$ cat config.mk
export PLATFORM = sky130hd
export DESIGN_NAME = mbc_bank_regs
export DESIGN_NICKNAME = d
export VERILOG_FILES = /design/src/logic/mbc_pkg.sv /design/src/logic/mbc_bank_regs.sv
export VERILOG_INCLUDE_DIRS = /design/src /design/src/logic
export SDC_FILE = /design/constraint.sdc
export NUM_CORES = 1
export LEC_CHECK = 0
export BUFFER_PORTS_ARGS = -buffer_cell sky130_fd_sc_hd__buf_2
export CORE_UTILIZATION = 38
export DETAILED_ROUTE_END_ITERATION = 16
export PLACE_DENSITY_LB_ADDON = 0.05
export SLEW_MARGIN = 0
export SYNTH_ARGS = -nofsm -noshare
export SYNTH_HDL_FRONTEND = slang
export SYNTH_SLANG_ARGS = --single-unit
$ cat constraint.sdc
create_clock -name clk_sys -period 1 [get_ports clk_sys]
set_input_delay 0.1 -clock clk_sys [delete_from_list [all_inputs] [get_ports clk_sys]]
set_output_delay 0.1 -clock clk_sys [all_outputs]
set_load 0.1 [all_outputs]
$ cat src/logic/mbc_macros.svh
// widths, cartridge header offsets and magic values for the bank controller
`ifndef MBC_MACROS_SVH
`define MBC_MACROS_SVH

// ------------------------------
// widths
// ------------------------------
`define CART_ADDR_W 16 // cpu address bus
`define ROM_BANK_W  9  // up to 512 rom banks (mbc5)
`define RAM_BANK_W  4  // up to 16 ram banks of 8 KB
`define ROM_ADDR_W  23 // rom byte address, 512 x 16 KB
`define CRAM_ADDR_W 17 // 128 KB cart ram
`define DL_ADDR_W   25 // download byte address

// ------------------------------
// header word offsets, download stream is 16 bit wide
// ------------------------------
`define HDR_CGB_ADDR  25'h142 // high byte: cgb flag
`define HDR_TYPE_ADDR 25'h146 // high: cart type, low: sgb flag
`define HDR_SIZE_ADDR 25'h148 // high: ram size, low: rom size
`define HDR_LIC_ADDR  25'h14A // high byte: old licensee

// ------------------------------
// magic values
// ------------------------------
`define RAM_EN_KEY 4'hA  // low nibble that unlocks cart ram
`define OPEN_BUS   8'hFF // what the cpu sees from a floating bus

`endif

$ cat src/logic/mbc_pkg.sv
// controller kind enum, download/bus/config/bank structs and the cpu write byte union
`include "mbc_macros.svh"

package mbc_pkg;

	// ------------------------------
	// controller kind
	// ------------------------------
	typedef enum logic [2:0] {
		MBC_NONE = 3'd0, // plain 32 KB rom, no banking
		MBC_1    = 3'd1,
		MBC_2    = 3'd2, // built in 512 x 4 bit ram
		MBC_3    = 3'd3, // rtc registers share the ram window
		MBC_5    = 3'd4
	} mbc_kind_e;

	// one word written by the rom download stream
	typedef struct packed {
		logic                  wr;
		logic [`DL_ADDR_W-1:0] addr; // byte address, even for word writes
		logic [15:0]           data; // low byte is the even address
	} dl_word_t;

	// cpu write byte, decoded differently per register window
	typedef union packed {
		logic [7:0] rom_lo;     // 2000-3FFF, whole byte is the bank low bits
		struct packed {
			logic [3:0] rsvd;
			logic       rtc_sel; // mbc3 rtc select, bank bit 3 on mbc5
			logic [2:0] bank_lo;
		} ram_sel;              // 4000-5FFF
		struct packed {
			logic [3:0] rsvd;
			logic [3:0] key;    // 0xA enables
		} enable;               // 0000-1FFF
		struct packed {
			logic [6:0] rsvd;
			logic       mode;   // mbc1 banking mode
		} mode;                 // 6000-7FFF
	} mbc_wdata_u;

	// one cpu access, rd and wr are single cycle strobes
	typedef struct packed {
		logic                    rd;
		logic                    wr;
		logic [`CART_ADDR_W-1:0] addr;
		mbc_wdata_u              wdata;
	} cart_bus_t;

	// decoded cartridge header
	typedef struct packed {
		mbc_kind_e              kind;
		logic [`ROM_BANK_W-1:0] rom_mask; // mirrors banks beyond the rom size
		logic [`RAM_BANK_W-1:0] ram_mask;
		logic                   has_ram;
		logic                   is_cgb;
		logic                   is_sgb;
	} cart_cfg_t;

	// cpu visible bank state
	typedef struct packed {
		logic [`ROM_BANK_W-1:0] rom_bank;
		logic [`RAM_BANK_W-1:0] ram_bank;
		logic                   mbc1_mode; // 1 = ram banking mode
		logic                   rtc_mode;  // mbc3 window shows rtc
		logic                   ram_en;
	} bank_state_t;

endpackage

$ cat src/logic/mbc_bank_regs.sv
// mbc_bank_regs: rom/ram bank, mode and ram enable registers written by the cpu
`timescale 1ns/1ps
`include "mbc_macros.svh"

module mbc_bank_regs import mbc_pkg::*; (
	input  logic        clk_sys,
	input  logic        reset,
	input  logic        dl_active,
	input  cart_bus_t   bus,
	input  cart_cfg_t   cfg,
	output bank_state_t banks
);

	logic is_mbc1;
	logic is_mbc3;
	logic is_mbc5;

	assign is_mbc1 = (cfg.kind == MBC_1);
	assign is_mbc3 = (cfg.kind == MBC_3);
	assign is_mbc5 = (cfg.kind == MBC_5);

	// ------------------------------
	// register file
	// ------------------------------
	// the window is picked by addr[15:13], a 8 KB region each
	always_ff @(posedge clk_sys) begin
		if (reset || dl_active) begin // a new image starts from power-up state
			banks.rom_bank  <= 9'd1;
			banks.ram_bank  <= 4'd0;
			banks.mbc1_mode <= 1'b0;
			banks.rtc_mode  <= 1'b0;
			banks.ram_en    <= 1'b0;
		end else if (bus.wr) begin
			case (bus.addr[15:13])
				3'b000: begin // 0000-1FFF ram enable
					banks.ram_en <= (bus.wdata.enable.key == `RAM_EN_KEY);
				end
				3'b001: begin // 2000-3FFF rom bank
					if (is_mbc5) begin
						if (bus.addr[12])
							banks.rom_bank[8] <= bus.wdata.rom_lo[0]; // 3000-3FFF
						else
							banks.rom_bank[7:0] <= bus.wdata.rom_lo;
					end else if (bus.wdata.rom_lo[6:0] == 7'd0) begin
						banks.rom_bank <= 9'd1; // bank 0 is never mapped at 4000
					end else begin
						banks.rom_bank <= {2'b00, bus.wdata.rom_lo[6:0]};
					end
				end
				3'b010: begin // 4000-5FFF ram bank or rtc select
					if (is_mbc3) begin
						banks.rtc_mode <= bus.wdata.ram_sel.rtc_sel;
						if (!bus.wdata.ram_sel.rtc_sel) // bank survives an rtc select
							banks.ram_bank <= {2'b00, bus.wdata.ram_sel.bank_lo[1:0]};
					end else if (is_mbc5) begin
						banks.ram_bank <= {bus.wdata.ram_sel.rtc_sel,
							bus.wdata.ram_sel.bank_lo};
					end else begin
						banks.ram_bank <= {2'b00, bus.wdata.ram_sel.bank_lo[1:0]};
					end
				end
				3'b011: begin // 6000-7FFF banking mode
					if (is_mbc1)
						banks.mbc1_mode <= bus.wdata.mode.mode;
				end
				default: ; // ram window and above, handled by the read path
			endcase
		end
	end

	// bank 0 at 4000 only exists on mbc5, the header decode must agree with
	// the register history
	a_rom_bank_nonzero: assert property (@(posedge clk_sys) disable iff (reset || dl_active)
		(banks.rom_bank == 9'd0) |-> (cfg.kind == MBC_5))
		else $error("mbc_bank_regs: rom_bank 0 with kind %0h", cfg.kind);

endmodule

== Word-level counts from Yosys, hierarchy flattened ==
Cells that the tools add are included.
Widths: inputs -> output; s select.
Storage, ports and cells
  logic and storage cells: 32
  register bits: 16
  output and inout bits: 16
  input bits: 48
Operators by class
  equal/unequal tests: 10
  multiplexer cells: 7
  reduce and logical (&&, ||, !) cells: 9
Operators with widths (count)
  $reduce_and 3->1: 5
  $mux 4: 3
  $eq 3x2->1 const B: 3
  $mux 9: 1
  $mux 8: 1
  $logic_not 7->1: 1
  $mux 7: 1
  $eq 3x1->1 const B: 2
  $ne 2x2->1 const B: 3
  $eq 4x4->1 const B: 1
  $eq 3x3->1 const B: 1
  $logic_not 3->1: 1
  $reduce_and 2->1: 1
  $logic_or 1x1->1: 1
  $mux 1: 1

== Longest topological paths before layout ==
  word-level depth: 3
  mapped depth: 4
  depth with buffers taken out: 3

== Worst setup path before layout ==
No wires, ideal clock.
  path kind: register to register
  start point: register, netlist name banks[2]
  end point: register banks[2] in the netlist's numbering
  buffers on the path: 0
  slack: -0.394 ns
  data arrival time: 1.323 ns
  period minus slack after synthesis: 1.394 ns
  cell stages (with the launch flop): 4
  data required time: 0.930 ns
  library setup time: 0.070 ns
  path through: dfxtp_1 inv_1 a31o_1 a21oi_1
RTL lines
  end, declared: RTL line mbc_bank_regs.sv:11  | output bank_state_t banks

== Final worst setup path ==
  start point: register banks[7] in the netlist's numbering
  end point: output banks[7] in the netlist's numbering
No word-level cell between the ends.

==> implementation parameters <==
Parameter                              Value

Status
  Result of the run    complete, no violations

Pwr
  Switching power summed over all nets    315 uW
  Power share of the clock group    roughly a third
  Overall power consumption    1.27 mW
  Switching part of the total    about a quarter
  Register share of total power    50.7%
  Pwr/cell area    926 mW/mm2
  Gate power share    15.9%
  Largest voltage drop on the vdd net    864 uV
  Leakage power    0.514 nW
  Internal    around 950 uW

Worst hold path
  Class of the tightest hold or removal check    input port to register
  Capture endpoint of the worst hold path    banks[11]
  Hold path startpoint    bus[4]
  Worst Hold Depth    3

STA
  Final Cycle Share    a little over nine tenths
  Max transition margin    between 70% and 80%
  Max Slew Vio Count    0
  Post-Route Skew    0 ns
  Maximum frequency from static timing analysis    between 1000 and 1500 MHz
  Number of endpoints failing setup at the final stage    0
  Clock period minus worst slack    around 0.95 ns
  Measured slew at the worst slew-check pin    0.338 ns
  Post-Route Setup TNS    0 ns
  Final hold violation count    0
  Unrepaired setup endpoints after global routing    false

Drt
  Routed via count divided by cell count    5.30
  1st-pass router iterations    4
  Final Routed Wirelength    roughly 2100 um
  Post-route antenna net violation count    0
  Post-route DRC    0
  Detailed Route Iter0 Violations    7
  WL per Instance    12.9 um
  Via Count    858

Floorplan
  Die area    0.00229 mm2
  Core ar.    0.00196 mm2
  Die Height    approximately 48 um
  Core Rows    16
  Initial standard-cell utilization of the core    about two fifths
  Number of primary I/O pins    64
  Overall die width    around 48 um

Setup path
  Critical setup path kind    register to output pin
  Depth of the worst register-to-register path    3
  Kind of end point of the critical path    output pin
  Ordered list of cells on the worst path    buf_12
  Required time of the critical path    roughly 0.9 ns
  Buffering stage count on the worst path with inverters included    1
  Gate family responsible for the most delay along the worst path    flip-flops
  Arrival time of the worst setup path    0.85 ns
  Worst flop-to-flop path startpoint    banks[2]
  RR Endpoint    banks[2]
  Setup slack of the most critical reg-to-reg path    0.21 ns
  Cell with the largest stage delay on the worst path    sky130_fd_sc_hd__dfxtp_2
  Worst Setup Start Kind    register
  Maximum cell stage delay along the critical path    between 0.3 and 0.4 ns
  Largest fanout on the critical path    2

Synth
  Sequential share of the synthesized area    40.0%
  Mapped Avg Cell Area    between 8 and 9 um2
  Gate Count Post-Synth    90
  Share of synthesized registers carrying an async set or reset    0%
  Number of warnings printed during yosys synthesis    0
  Netlist Area Pre-Place    801 um2
  Commonest register cell after synthesis    sky130_fd_sc_hd__dfxtp_1
  Total of flip-flops plus latches after synthesis    16
  Cell type contributing the most total cell area after synthesis    sky130_fd_sc_hd__dfxtp_1
  Commonest cells post-synth    sky130_fd_sc_hd__dfxtp_1 (16), sky130_fd_sc_hd__a21oi_1 (13), sky130_fd_sc_hd__o21ai_1 (12)
  Portion of synthesized cell area occupied by the leading cell type    about two fifths
  Most common cell in the synthesized netlist    sky130_fd_sc_hd__dfxtp_1
  Number of unique standard cell types used by synthesis    26
  Post-synthesis net count    about 140
  Ranking of synthesized cells by area    sky130_fd_sc_hd__dfxtp_1 (40%), sky130_fd_sc_hd__a21oi_1 (8.1%), sky130_fd_sc_hd__o21ai_1 (7.5%)
  Number of flops mapped to enable cells by yosys    0

CTS
  Buffers inserted during post-CTS setup optimization    0
  Post-CTS Hold Fix Bufs    0
  CTS tree    yes
  CTS H-Tree Depth    1
  Post-cts gate resize count    0
  Clock slew at reported path FFs    0.09 ns
  Buffer type at the clock tree root    sky130_fd_sc_hd__clkbuf_4
  Insertion delay to the later sink of the worst-skew pair    0.28 ns
  Maximum buffer depth of the clock tree    2
  TritonCTS Sinks    16
  CTS buffer count    3

Placed design
  Detailed-placement wirelength estimate    around 1700 um
  Placer congestion estimate    0.831
  Placed Instance Area    between 0.001 and 0.0015 mm2
  IO buf count    34

Global routing
  Wire length of the first global-routing pass    3370 um
  Number of global-route vias before repair    795
  Largest net degree at the start of global routing    10
  Combined global-route utilization of all metal layers    about a fifth
  Remaining Overflow, GRT    0
  Initial antenna violation count    0

Cells and area
  Number of diodes    0
  Number of flip-flops under the largest register name    16
  Largest reg by FF count    banks
  Final design area excluding fillers    0.00137 mm2
  Synth-to-layout area growth    71.1%
  Share of cells above drive strength 1    slightly above 50%
  Leading registers by flop count    banks: 16 flops
  Net total in the final layout    between 150 and 200

Run
  Number of max-cap violations    0
area by class of cell:
class	instances	area, um2
well taps	27	33.8
flip-flops and latches	16	340
inverters	1	3.75
fillers	187	592
repair buffers	46	500
multi-input cells	68	455
clock buffers	4	36.3
worst max-delay path by stage:
| stage | to | slack, ns | from | cells past startpoint |
|---|---|---|---|---|
| global route | banks[7] | 0.03 | banks[7] | 1 |
| global placement | banks[15] | -0.07 | cfg[17] | 4 |
| CTS | banks[7] | 0.05 | banks[7] | 1 |
| finish | banks[7] | 0.05 | banks[7] | 1 |
| floorplan | banks[2] | -0.09 | banks[2] | 3 |
| detailed placement | banks[15] | -0.08 | cfg[17] | 4 |
layout by cell type, fill, tap and decap left out, drive strengths merged, types with 4 or more instances in the layout:
cell,n
buf,46
dfxtp,16
a21oi,13
o21ai,12
nand3,9
and4bb,4
clkbuf,4
metal layers:
layer | wire (um) | part of all wire [%] | track usage, % | vias to the layer above
met2 | 1100 | 52 | 37.3 | 22
met3 | 83 | 4.0 | 6.04 | 2
li1 | - | - | - | 441
met5 | 0 | 0 | 0 | -
met4 | 13 | 0.62 | 6.11 | 0
met1 | 899 | 43 | 25.1 | 393
per-stage QoR:
step           hold WS (ns)  instances  utilization [%]  worst slack (ns)
2_1_floorplan         0.231         90                -           -0.0865
3_3_place_gp          0.365        158             68.0           -0.0683
3_5_place_dp          0.370        158             68.0           -0.0803
4_1_cts              0.0598        162             69.8            0.0533
5_1_grt              0.0648        162             69.8            0.0276
6_report             0.0650        162             69.8            0.0548
power groups by stage:
stage	Clock (mW)	Combinational (mW)	Sequential, mW
floorplan	0	0.0617	0.680
global placement	0	0.198	0.658
detailed placement	0	0.201	0.658
CTS	0.436	0.201	0.643
global route	0.466	0.219	0.644
finish	0.423	0.202	0.643
worst min-delay path, stage by stage:
cell                      delay (ns)
sky130_fd_sc_hd__buf_2          0.10
sky130_fd_sc_hd__nand3_1        0.06
sky130_fd_sc_hd__a21oi_1        0.05
cell families after synthesis:
family / count (synthesis) / synth area share [%]
muxes: 2 / 2.50
buffers and inverters: 6 / 3.12
and+or+nand+nor: 38 / 35.6
DFF: 16 / 40.0
AOI/OAI and AO/OA: 28 / 18.8
Power figures use the tool's default switching activity.
