`config.mk`:
```
export PLATFORM = sky130hd
export DESIGN_NAME = cart_header_decode
export DESIGN_NICKNAME = d
export VERILOG_FILES = /design/src/logic/mbc_pkg.sv /design/src/logic/cart_header_decode.sv
export VERILOG_INCLUDE_DIRS = /design/src /design/src/logic
export SDC_FILE = /design/constraint.sdc
export NUM_CORES = 1
export LEC_CHECK = 0
export BUFFER_PORTS_ARGS = -buffer_cell sky130_fd_sc_hd__clkbuf_2
export CORE_ASPECT_RATIO = 0.9
export CORE_MARGIN = 2
export CORE_UTILIZATION = 52
export CTS_BUF_LIST = sky130_fd_sc_hd__clkbuf_4 sky130_fd_sc_hd__clkbuf_8 sky130_fd_sc_hd__clkbuf_16
export DETAILED_ROUTE_END_ITERATION = 16
export GPL_ROUTABILITY_DRIVEN = 0
export GPL_TIMING_DRIVEN = 0
export PLACE_DENSITY = 0.79
export RECOVER_POWER = 100
export SYNTH_ARGS = -nofsm -noshare
export SYNTH_HDL_FRONTEND = slang
export SYNTH_SLANG_ARGS = --single-unit
```
`constraint.sdc`:
```
create_clock -name clk_sys -period 2.5 [get_ports clk_sys]
set_input_delay 0.5 -clock clk_sys [delete_from_list [all_inputs] [get_ports clk_sys]]
set_output_delay 0.5 -clock clk_sys [all_outputs]
set_load 0.02 [all_outputs]
```
`src/logic/mbc_macros.svh`:
```
// widths, cartridge header offsets and magic values for the bank controller
`ifndef MBC_MACROS_SVH
`define MBC_MACROS_SVH

// ------------------------------
// widths
// ------------------------------
`define CART_ADDR_W 16 // cpu address bus
`define ROM_BANK_W  9  // up to 512 rom banks (mbc5)
`define RAM_BANK_W  4  // up to 16 ram banks of 8 KB
`define ROM_ADDR_W  23 // rom byte address, 512 x 16 KB
`define CRAM_ADDR_W 17 // 128 KB cart ram
`define DL_ADDR_W   25 // download byte address

// ------------------------------
// header word offsets, download stream is 16 bit wide
// ------------------------------
`define HDR_CGB_ADDR  25'h142 // high byte: cgb flag
`define HDR_TYPE_ADDR 25'h146 // high: cart type, low: sgb flag
`define HDR_SIZE_ADDR 25'h148 // high: ram size, low: rom size
`define HDR_LIC_ADDR  25'h14A // high byte: old licensee

// ------------------------------
// magic values
// ------------------------------
`define RAM_EN_KEY 4'hA  // low nibble that unlocks cart ram
`define OPEN_BUS   8'hFF // what the cpu sees from a floating bus

`endif

```
`src/logic/mbc_pkg.sv`:
```
// controller kind enum, download/bus/config/bank structs and the cpu write byte union
`include "mbc_macros.svh"

package mbc_pkg;

	// ------------------------------
	// controller kind
	// ------------------------------
	typedef enum logic [2:0] {
		MBC_NONE = 3'd0, // plain 32 KB rom, no banking
		MBC_1    = 3'd1,
		MBC_2    = 3'd2, // built in 512 x 4 bit ram
		MBC_3    = 3'd3, // rtc registers share the ram window
		MBC_5    = 3'd4
	} mbc_kind_e;

	// one word written by the rom download stream
	typedef struct packed {
		logic                  wr;
		logic [`DL_ADDR_W-1:0] addr; // byte address, even for word writes
		logic [15:0]           data; // low byte is the even address
	} dl_word_t;

	// cpu write byte, decoded differently per register window
	typedef union packed {
		logic [7:0] rom_lo;     // 2000-3FFF, whole byte is the bank low bits
		struct packed {
			logic [3:0] rsvd;
			logic       rtc_sel; // mbc3 rtc select, bank bit 3 on mbc5
			logic [2:0] bank_lo;
		} ram_sel;              // 4000-5FFF
		struct packed {
			logic [3:0] rsvd;
			logic [3:0] key;    // 0xA enables
		} enable;               // 0000-1FFF
		struct packed {
			logic [6:0] rsvd;
			logic       mode;   // mbc1 banking mode
		} mode;                 // 6000-7FFF
	} mbc_wdata_u;

	// one cpu access, rd and wr are single cycle strobes
	typedef struct packed {
		logic                    rd;
		logic                    wr;
		logic [`CART_ADDR_W-1:0] addr;
		mbc_wdata_u              wdata;
	} cart_bus_t;

	// decoded cartridge header
	typedef struct packed {
		mbc_kind_e              kind;
		logic [`ROM_BANK_W-1:0] rom_mask; // mirrors banks beyond the rom size
		logic [`RAM_BANK_W-1:0] ram_mask;
		logic                   has_ram;
		logic                   is_cgb;
		logic                   is_sgb;
	} cart_cfg_t;

	// cpu visible bank state
	typedef struct packed {
		logic [`ROM_BANK_W-1:0] rom_bank;
		logic [`RAM_BANK_W-1:0] ram_bank;
		logic                   mbc1_mode; // 1 = ram banking mode
		logic                   rtc_mode;  // mbc3 window shows rtc
		logic                   ram_en;
	} bank_state_t;

endpackage

```
`src/logic/cart_header_decode.sv`:
```
// cart_header_decode: header capture from the download stream and config decode
`timescale 1ns/1ps
`include "mbc_macros.svh"

module cart_header_decode import mbc_pkg::*; (
	input  logic      clk_sys,
	input  logic      reset,
	input  dl_word_t  dl,
	output cart_cfg_t cfg
);

	// raw header bytes
	logic [7:0] mbc_type;
	logic [7:0] rom_size;
	logic [7:0] ram_size;
	logic [7:0] cgb_flag;
	logic [7:0] sgb_flag;
	logic [7:0] old_lic;

	logic [`ROM_BANK_W:0] rom_mask_wide; // one bit spare for the shift

	// ------------------------------
	// capture
	// ------------------------------
	always_ff @(posedge clk_sys) begin
		if (reset) begin
			mbc_type <= 8'h00;
			rom_size <= 8'h00;
			ram_size <= 8'h00;
			cgb_flag <= 8'h00;
			sgb_flag <= 8'h00;
			old_lic  <= 8'h00;
		end else if (dl.wr) begin
			case (dl.addr)
				`HDR_CGB_ADDR:  cgb_flag <= dl.data[15:8];
				`HDR_TYPE_ADDR: {mbc_type, sgb_flag} <= dl.data;
				`HDR_SIZE_ADDR: {ram_size, rom_size} <= dl.data;
				`HDR_LIC_ADDR:  old_lic <= dl.data[15:8];
				default: ; // rest of the image is not ours
			endcase
		end
	end

	// ------------------------------
	// decode
	// ------------------------------
	assign rom_mask_wide = (10'd2 << rom_size[3:0]) - 10'd1; // n+1 low ones

	always_comb begin
		case (mbc_type) inside
			[8'd1:8'd3]:   cfg.kind = MBC_1;
			[8'd5:8'd6]:   cfg.kind = MBC_2;
			[8'd15:8'd19]: cfg.kind = MBC_3; // with and without timer
			[8'd25:8'd30]: cfg.kind = MBC_5; // rumble variants included
			default:       cfg.kind = MBC_NONE;
		endcase

		// odd sizes like 0x52..0x54 land on 128 banks
		if (rom_size <= 8'd8)
			cfg.rom_mask = rom_mask_wide[`ROM_BANK_W-1:0];
		else
			cfg.rom_mask = 9'h07F;

		if (ram_size <= 8'd2)
			cfg.ram_mask = 4'h0;  // none, 2 KB or one 8 KB bank
		else if (ram_size == 8'd3)
			cfg.ram_mask = 4'h3;  // 32 KB
		else
			cfg.ram_mask = 4'hF;  // 128 KB

		cfg.has_ram = (ram_size != 8'h00) || (cfg.kind == MBC_2);
		cfg.is_cgb  = (cgb_flag == 8'h80) || (cgb_flag == 8'hC0);
		cfg.is_sgb  = (sgb_flag == 8'h03) && (old_lic == 8'h33); // sgb needs the old code
	end

	// the kind feeds both later stages, an encoding hole would misroute every access
	a_kind_legal: assert property (@(posedge clk_sys) disable iff (reset)
		cfg.kind inside {MBC_NONE, MBC_1, MBC_2, MBC_3, MBC_5})
		else $error("cart_header_decode: illegal kind %0h", cfg.kind);

endmodule

```
After elaboration in Yosys (flattened, before gate mapping)
Index checks and enable logic that the tools add are counted.

operators by class
  add/subtract/negate cells = 1
  multipliers = 0
  div/mod/pow operators = 0
  order comparisons = 10
  equality and inequality tests = 10
  shift-type cells = 1
  muxes and demuxes = 7
  bitwise gates (word level) = 0
  reduce and logical (&&, ||, !) cells = 12

operators by type and width
  kind                 count
  $eq 25x9->1 const B  4
  $eq 8x2->1 const B   2
  $eq 8x8->1 const B   2
  $le 8x2->1 const B   2
  $le 8x5->1 const B   2
  $mux 3               4
  $mux 9               1
  $shl 2x4->9 const A  1
  $sub 9x1->9 const B  1
  $eq 8x6->1 const B   1
  $ge 8x1->1 const B   1
  $ge 8x3->1 const B   1
  $ge 8x4->1 const B   1
  $ge 8x5->1 const B   1
  $le 8x3->1 const B   1
  $le 8x4->1 const B   1
  $mux 4               2
  $reduce_and 2->1     4
  $reduce_bool 8->1    1
  $logic_and 1x1->1    5
  $eq 3x2->1 const B   1
  $logic_or 1x1->1     2

word-level totals
  bits in registers = 48
  latch bits = 0
  RAM bits = 0
  ROM bits = 0
  input bits = 44
  output and inout port bits = 19
  word-level logic and storage cells = 47
  memories = 0

Longest topological paths before layout
  word-level depth = 8
  gate-level depth with buffers = 7
  mapped depth without buffers = 6

Worst setup path before layout
OpenSTA, ideal clock, no wires.

  kind = flip-flop to output port
  from = register rom_size[1]
  to = output port cfg[10] in the netlist's numbering
  arrival time = 2.037 ns
  required time = 2.000 ns
  path slack = -0.037 ns
  cell stages (with the launch flop) = 8
  path buffers = 1
  cell sequence = dfxtp_1 > clkbuf_1 > nor3_1 > nand2_1 > ha_1 > nand3_1 > o21ai_0 > o311ai_0

RTL lines
  item                      RTL line                  text
  start: declaration        cart_header_decode.sv:14  logic [7:0] rom_size;
  start signal: assignment  cart_header_decode.sv:37  `HDR_SIZE_ADDR: {ram_size, rom_size} <= dl.data;
  end: declaration          cart_header_decode.sv:9   output cart_cfg_t cfg

==> results by group <==
Run status
  – Status: completed

Global route
  – Largest net degree at the start of global routing: 14
  – Met3 GRT Util: 0.04688
  – Vias in the first global route: 2,118
  – First-pass GRT wire length: 9.473 mm
  – GRT Resource Usage Total: 0.2288
  – Initial antenna violation count: 0
  – GR peak layer: met2
  – GR Util met1: 0.2805
  – Met2 GRT Util: 0.4129
  – GRT overflow: 0

Logic synthesis
  – Flop and latch count out of synthesis: 47
  – Synthesized area per cell: 8.416 um^2
  – Post-synth EDFFs: 0
  – Asr flop ratio synth: 0
  – Top_reg_cell synth: dfxtp_1
  – Mapped Cells: 289
  – Share of the synthesized area in the top cell type: 0.3868
  – Synth cell types: 42
  – Syn nets: 334
  – Area leader, netlist: dfxtp_1
  – Netlist Area Pre-Place: 0.002432 mm^2
  – Register area share after synthesis: 0.3868
  – Synth area leaders: dfxtp_1 (39%), o21ai_0 (7.6%), a21oi_1 (7.0%), mux2i_1 (6.2%), nand2b_1 (6.2%)
  – Synthesis Warnings: 0

Power and ir drop
  – Pleak: 1.128 nW
  – Internal Power: 0.001048 W
  – Seq pwr share: 0.556
  – Combinational Power Share: 0.064
  – Pwr dens: 466.9 mW/mm^2
  – Switch share: 0.2181
  – Clock group share of total power: 0.380
  – Worst VDD drop: 273.5 uV
  – Sw Pwr: 0.0002924 W

Critical path
  – Crit path capture type: primary output
  – Crit path max fanout: 8
  – Crit Path Category: reg2out
  – Crit start category: flop
  – Crit path DAT: 1.97 ns
  – Required @ worst endpoint: 2.00 ns

Floorplan
  – Cell Rows: 23
  – Chip Height: 68.89 um
  – Die W: 76.09 um
  – Ports: 63
  – Effective utilization at floorplan: 0.5418
  – CORE AREA: 0.004489 mm^2
  – Die Area: 0.005241 mm^2

Job
  – Maxcap violations: 0

Layout
  – Design Area, Final: 0.002872 mm^2
  – FF/Latch Area: 949.7 um^2
  – Filler Cell Count: 433
  – ANT cells: 0
  – Final core occ: 0.6396
  – Final net count: 400
  – Multi-input logic area: 0.001316 mm^2
  – Fraction of layout cells with a size suffix above 1: 0.2051
  – Syn-to-layout area delta: 18.06%

Clock network
  – Clk Latency, worst-skew pair: 0.30 ns
  – CTS sink cnt: 47
  – Root Buffer: clkbuf_8
  – Num CTS Buffers: 5
  – H-tree depth: 2
  – Maximum clock path buffer count: 2
  – CTS clock-pin slew for the worst setup and hold paths: 0.08 ns
  – TritonCTS clock tree: built

Detailed routing
  – Drt pass-1 iters: 4
  – ANT nets after route: 0
  – Via/cell ratio: 5.632
  – Via count: 2,354
  – DRC viols: 0
  – Overall routed net length: 6.060 mm
  – Initial DRC Count: 141
  – WL/cell: 14.50 um

Timing
  – Fin Setup TNS: 0 ns
  – Tightest Pin Transition: 0.6500 ns
  – Max-slew violations: 0
  – F_max: 0.4048 GHz
  – Period utilization: 0.9882
  – Max-slew headroom: 0.5654
  – Fin. Hold Viols: 0
  – Clock skew: 0 ns
  – Final setup fails: 0
  – Post-layout min period: 2.471 ns
  – Fin Hold WS: 0.4563 ns

Placed design
  – Placement Cell Area: 0.002810 mm^2
  – Hpwl dp: 4.495 mm
  – IO Port Bufs: 60

Hold path
  – Hold WC Path Type: in2reg
[synth_stat cells (all sizes together) (2+ instances only)]
cell type,n
a21oi,34
nor3,4
nor2,8
nand3,21
dfxtp,47
o21ai,37
nand2,9
nand4,20
mux2i,15
nand2b,24
nor4,8
buf,13
nor2b,2
or3,2
nor3b,3
clkbuf,15
and3,7
a21o,2
and2,2
[cell usage in the layout, fill, tap and decap left out, types with 3 or more instances in the layout]
cell type and count:
dfxtp_1 44, clkbuf_2 44, o21ai_0 37, a21oi_1 34, clkbuf_1 33, nand2b_1 24
nand3_1 21, nand4_1 20, mux2i_1 15, nand2_1 9, buf_4 8, nor2_1 7
and3_1 7, clkbuf_8 7, nor4_1 4, nor3b_1 3, nor4_2 3, nor3_1 3
[timing repair]
item,4_1_cts,5_1_grt
endpoints found under the setup margin,2,6
endpoints found under the hold margin,0,0
resized for setup,4,8
buffers inserted,1,0
pin swaps,2,0
hold buffers,0,0
[power groups by stage]
stage	clock [W]	sequential (W)	combinational (W)
floorplan	0	0.000765	0.0000332
global placement	0	0.000765	0.0000853
detailed placement	0	0.000765	0.0000862
CTS	0.000515	0.000748	0.0000870
global route	0.000545	0.000746	0.0000927
finish	0.000510	0.000745	0.0000858
[metrics by stage]
step	total power, W	worst slack (ns)	cells
global placement	0.0008507	0.06544	411
global route	0.001383	-0.05702	418
floorplan	0.0007986	0.2049	289
detailed placement	0.0008517	0.02889	411
CTS	0.001350	0.01162	418
finish	0.001341	0.02939	418
[registers in the layout (all words and copies together) (netlist names)]
name	flops
cgb_flag	7
mbc_type	8
old_lic	8
ram_size	8
rom_size	8
sgb_flag	8
[layout make-up]
| cell class | instances | share of cell area |
|---|---|---|
| sequential | 47 | 0.3307 |
| clock buffer | 8 | 0.03617 |
| inverter | 1 | 0.001307 |
| multi-input combinational | 213 | 0.4584 |
| tap | 62 | 0.02702 |
| buffer | 26 | 0.04488 |
| timing repair buffer | 61 | 0.1015 |
[worst paths after layout]
check                            from                  endpoint  slack, ns  cells after the start
max          rom_size[0]$_SDFFE_PP0P_                   cfg[14]       0.03                      7
max reg2reg  mbc_type[1]$_SDFFE_PP0P_  mbc_type[1]$_SDFFE_PP0P_       1.59                      3
min                             dl[5]  sgb_flag[5]$_SDFFE_PP0P_       0.46                      3
min reg2reg  cgb_flag[5]$_SDFFE_PP0P_  cgb_flag[5]$_SDFFE_PP0P_       0.48                      2
[worst max-delay path, stage by stage (launching register included)]
cell     delay (ns)
dfxtp_4        0.38
nor3_4         0.20
nand2_1        0.08
ha_2           0.20
or3_1          0.35
a21oi_1        0.17
o21a_1         0.15
buf_4          0.13
[kinds of logic after synthesis]
family,count (synthesis),synth area share
xor gates and xnor gates,2,0.007203
adders and majority gates,1,0.005143
and+or+nand+nor,116,0.2994
buffers and inverters,29,0.07047
DFF,47,0.3868
AOI/OAI and AO/OA,78,0.1677
other,1,0.001542
muxes,15,0.06173
[layer usage]
layer | part of all wire | up-vias
met5 | 0 | -
met4 | 0.017 | 0
met3 | 0.052 | 12
met2 | 0.48 | 68
met1 | 0.45 | 1091
li1 | - | 1183
Note: power is estimated with default switching activity, not from simulation.
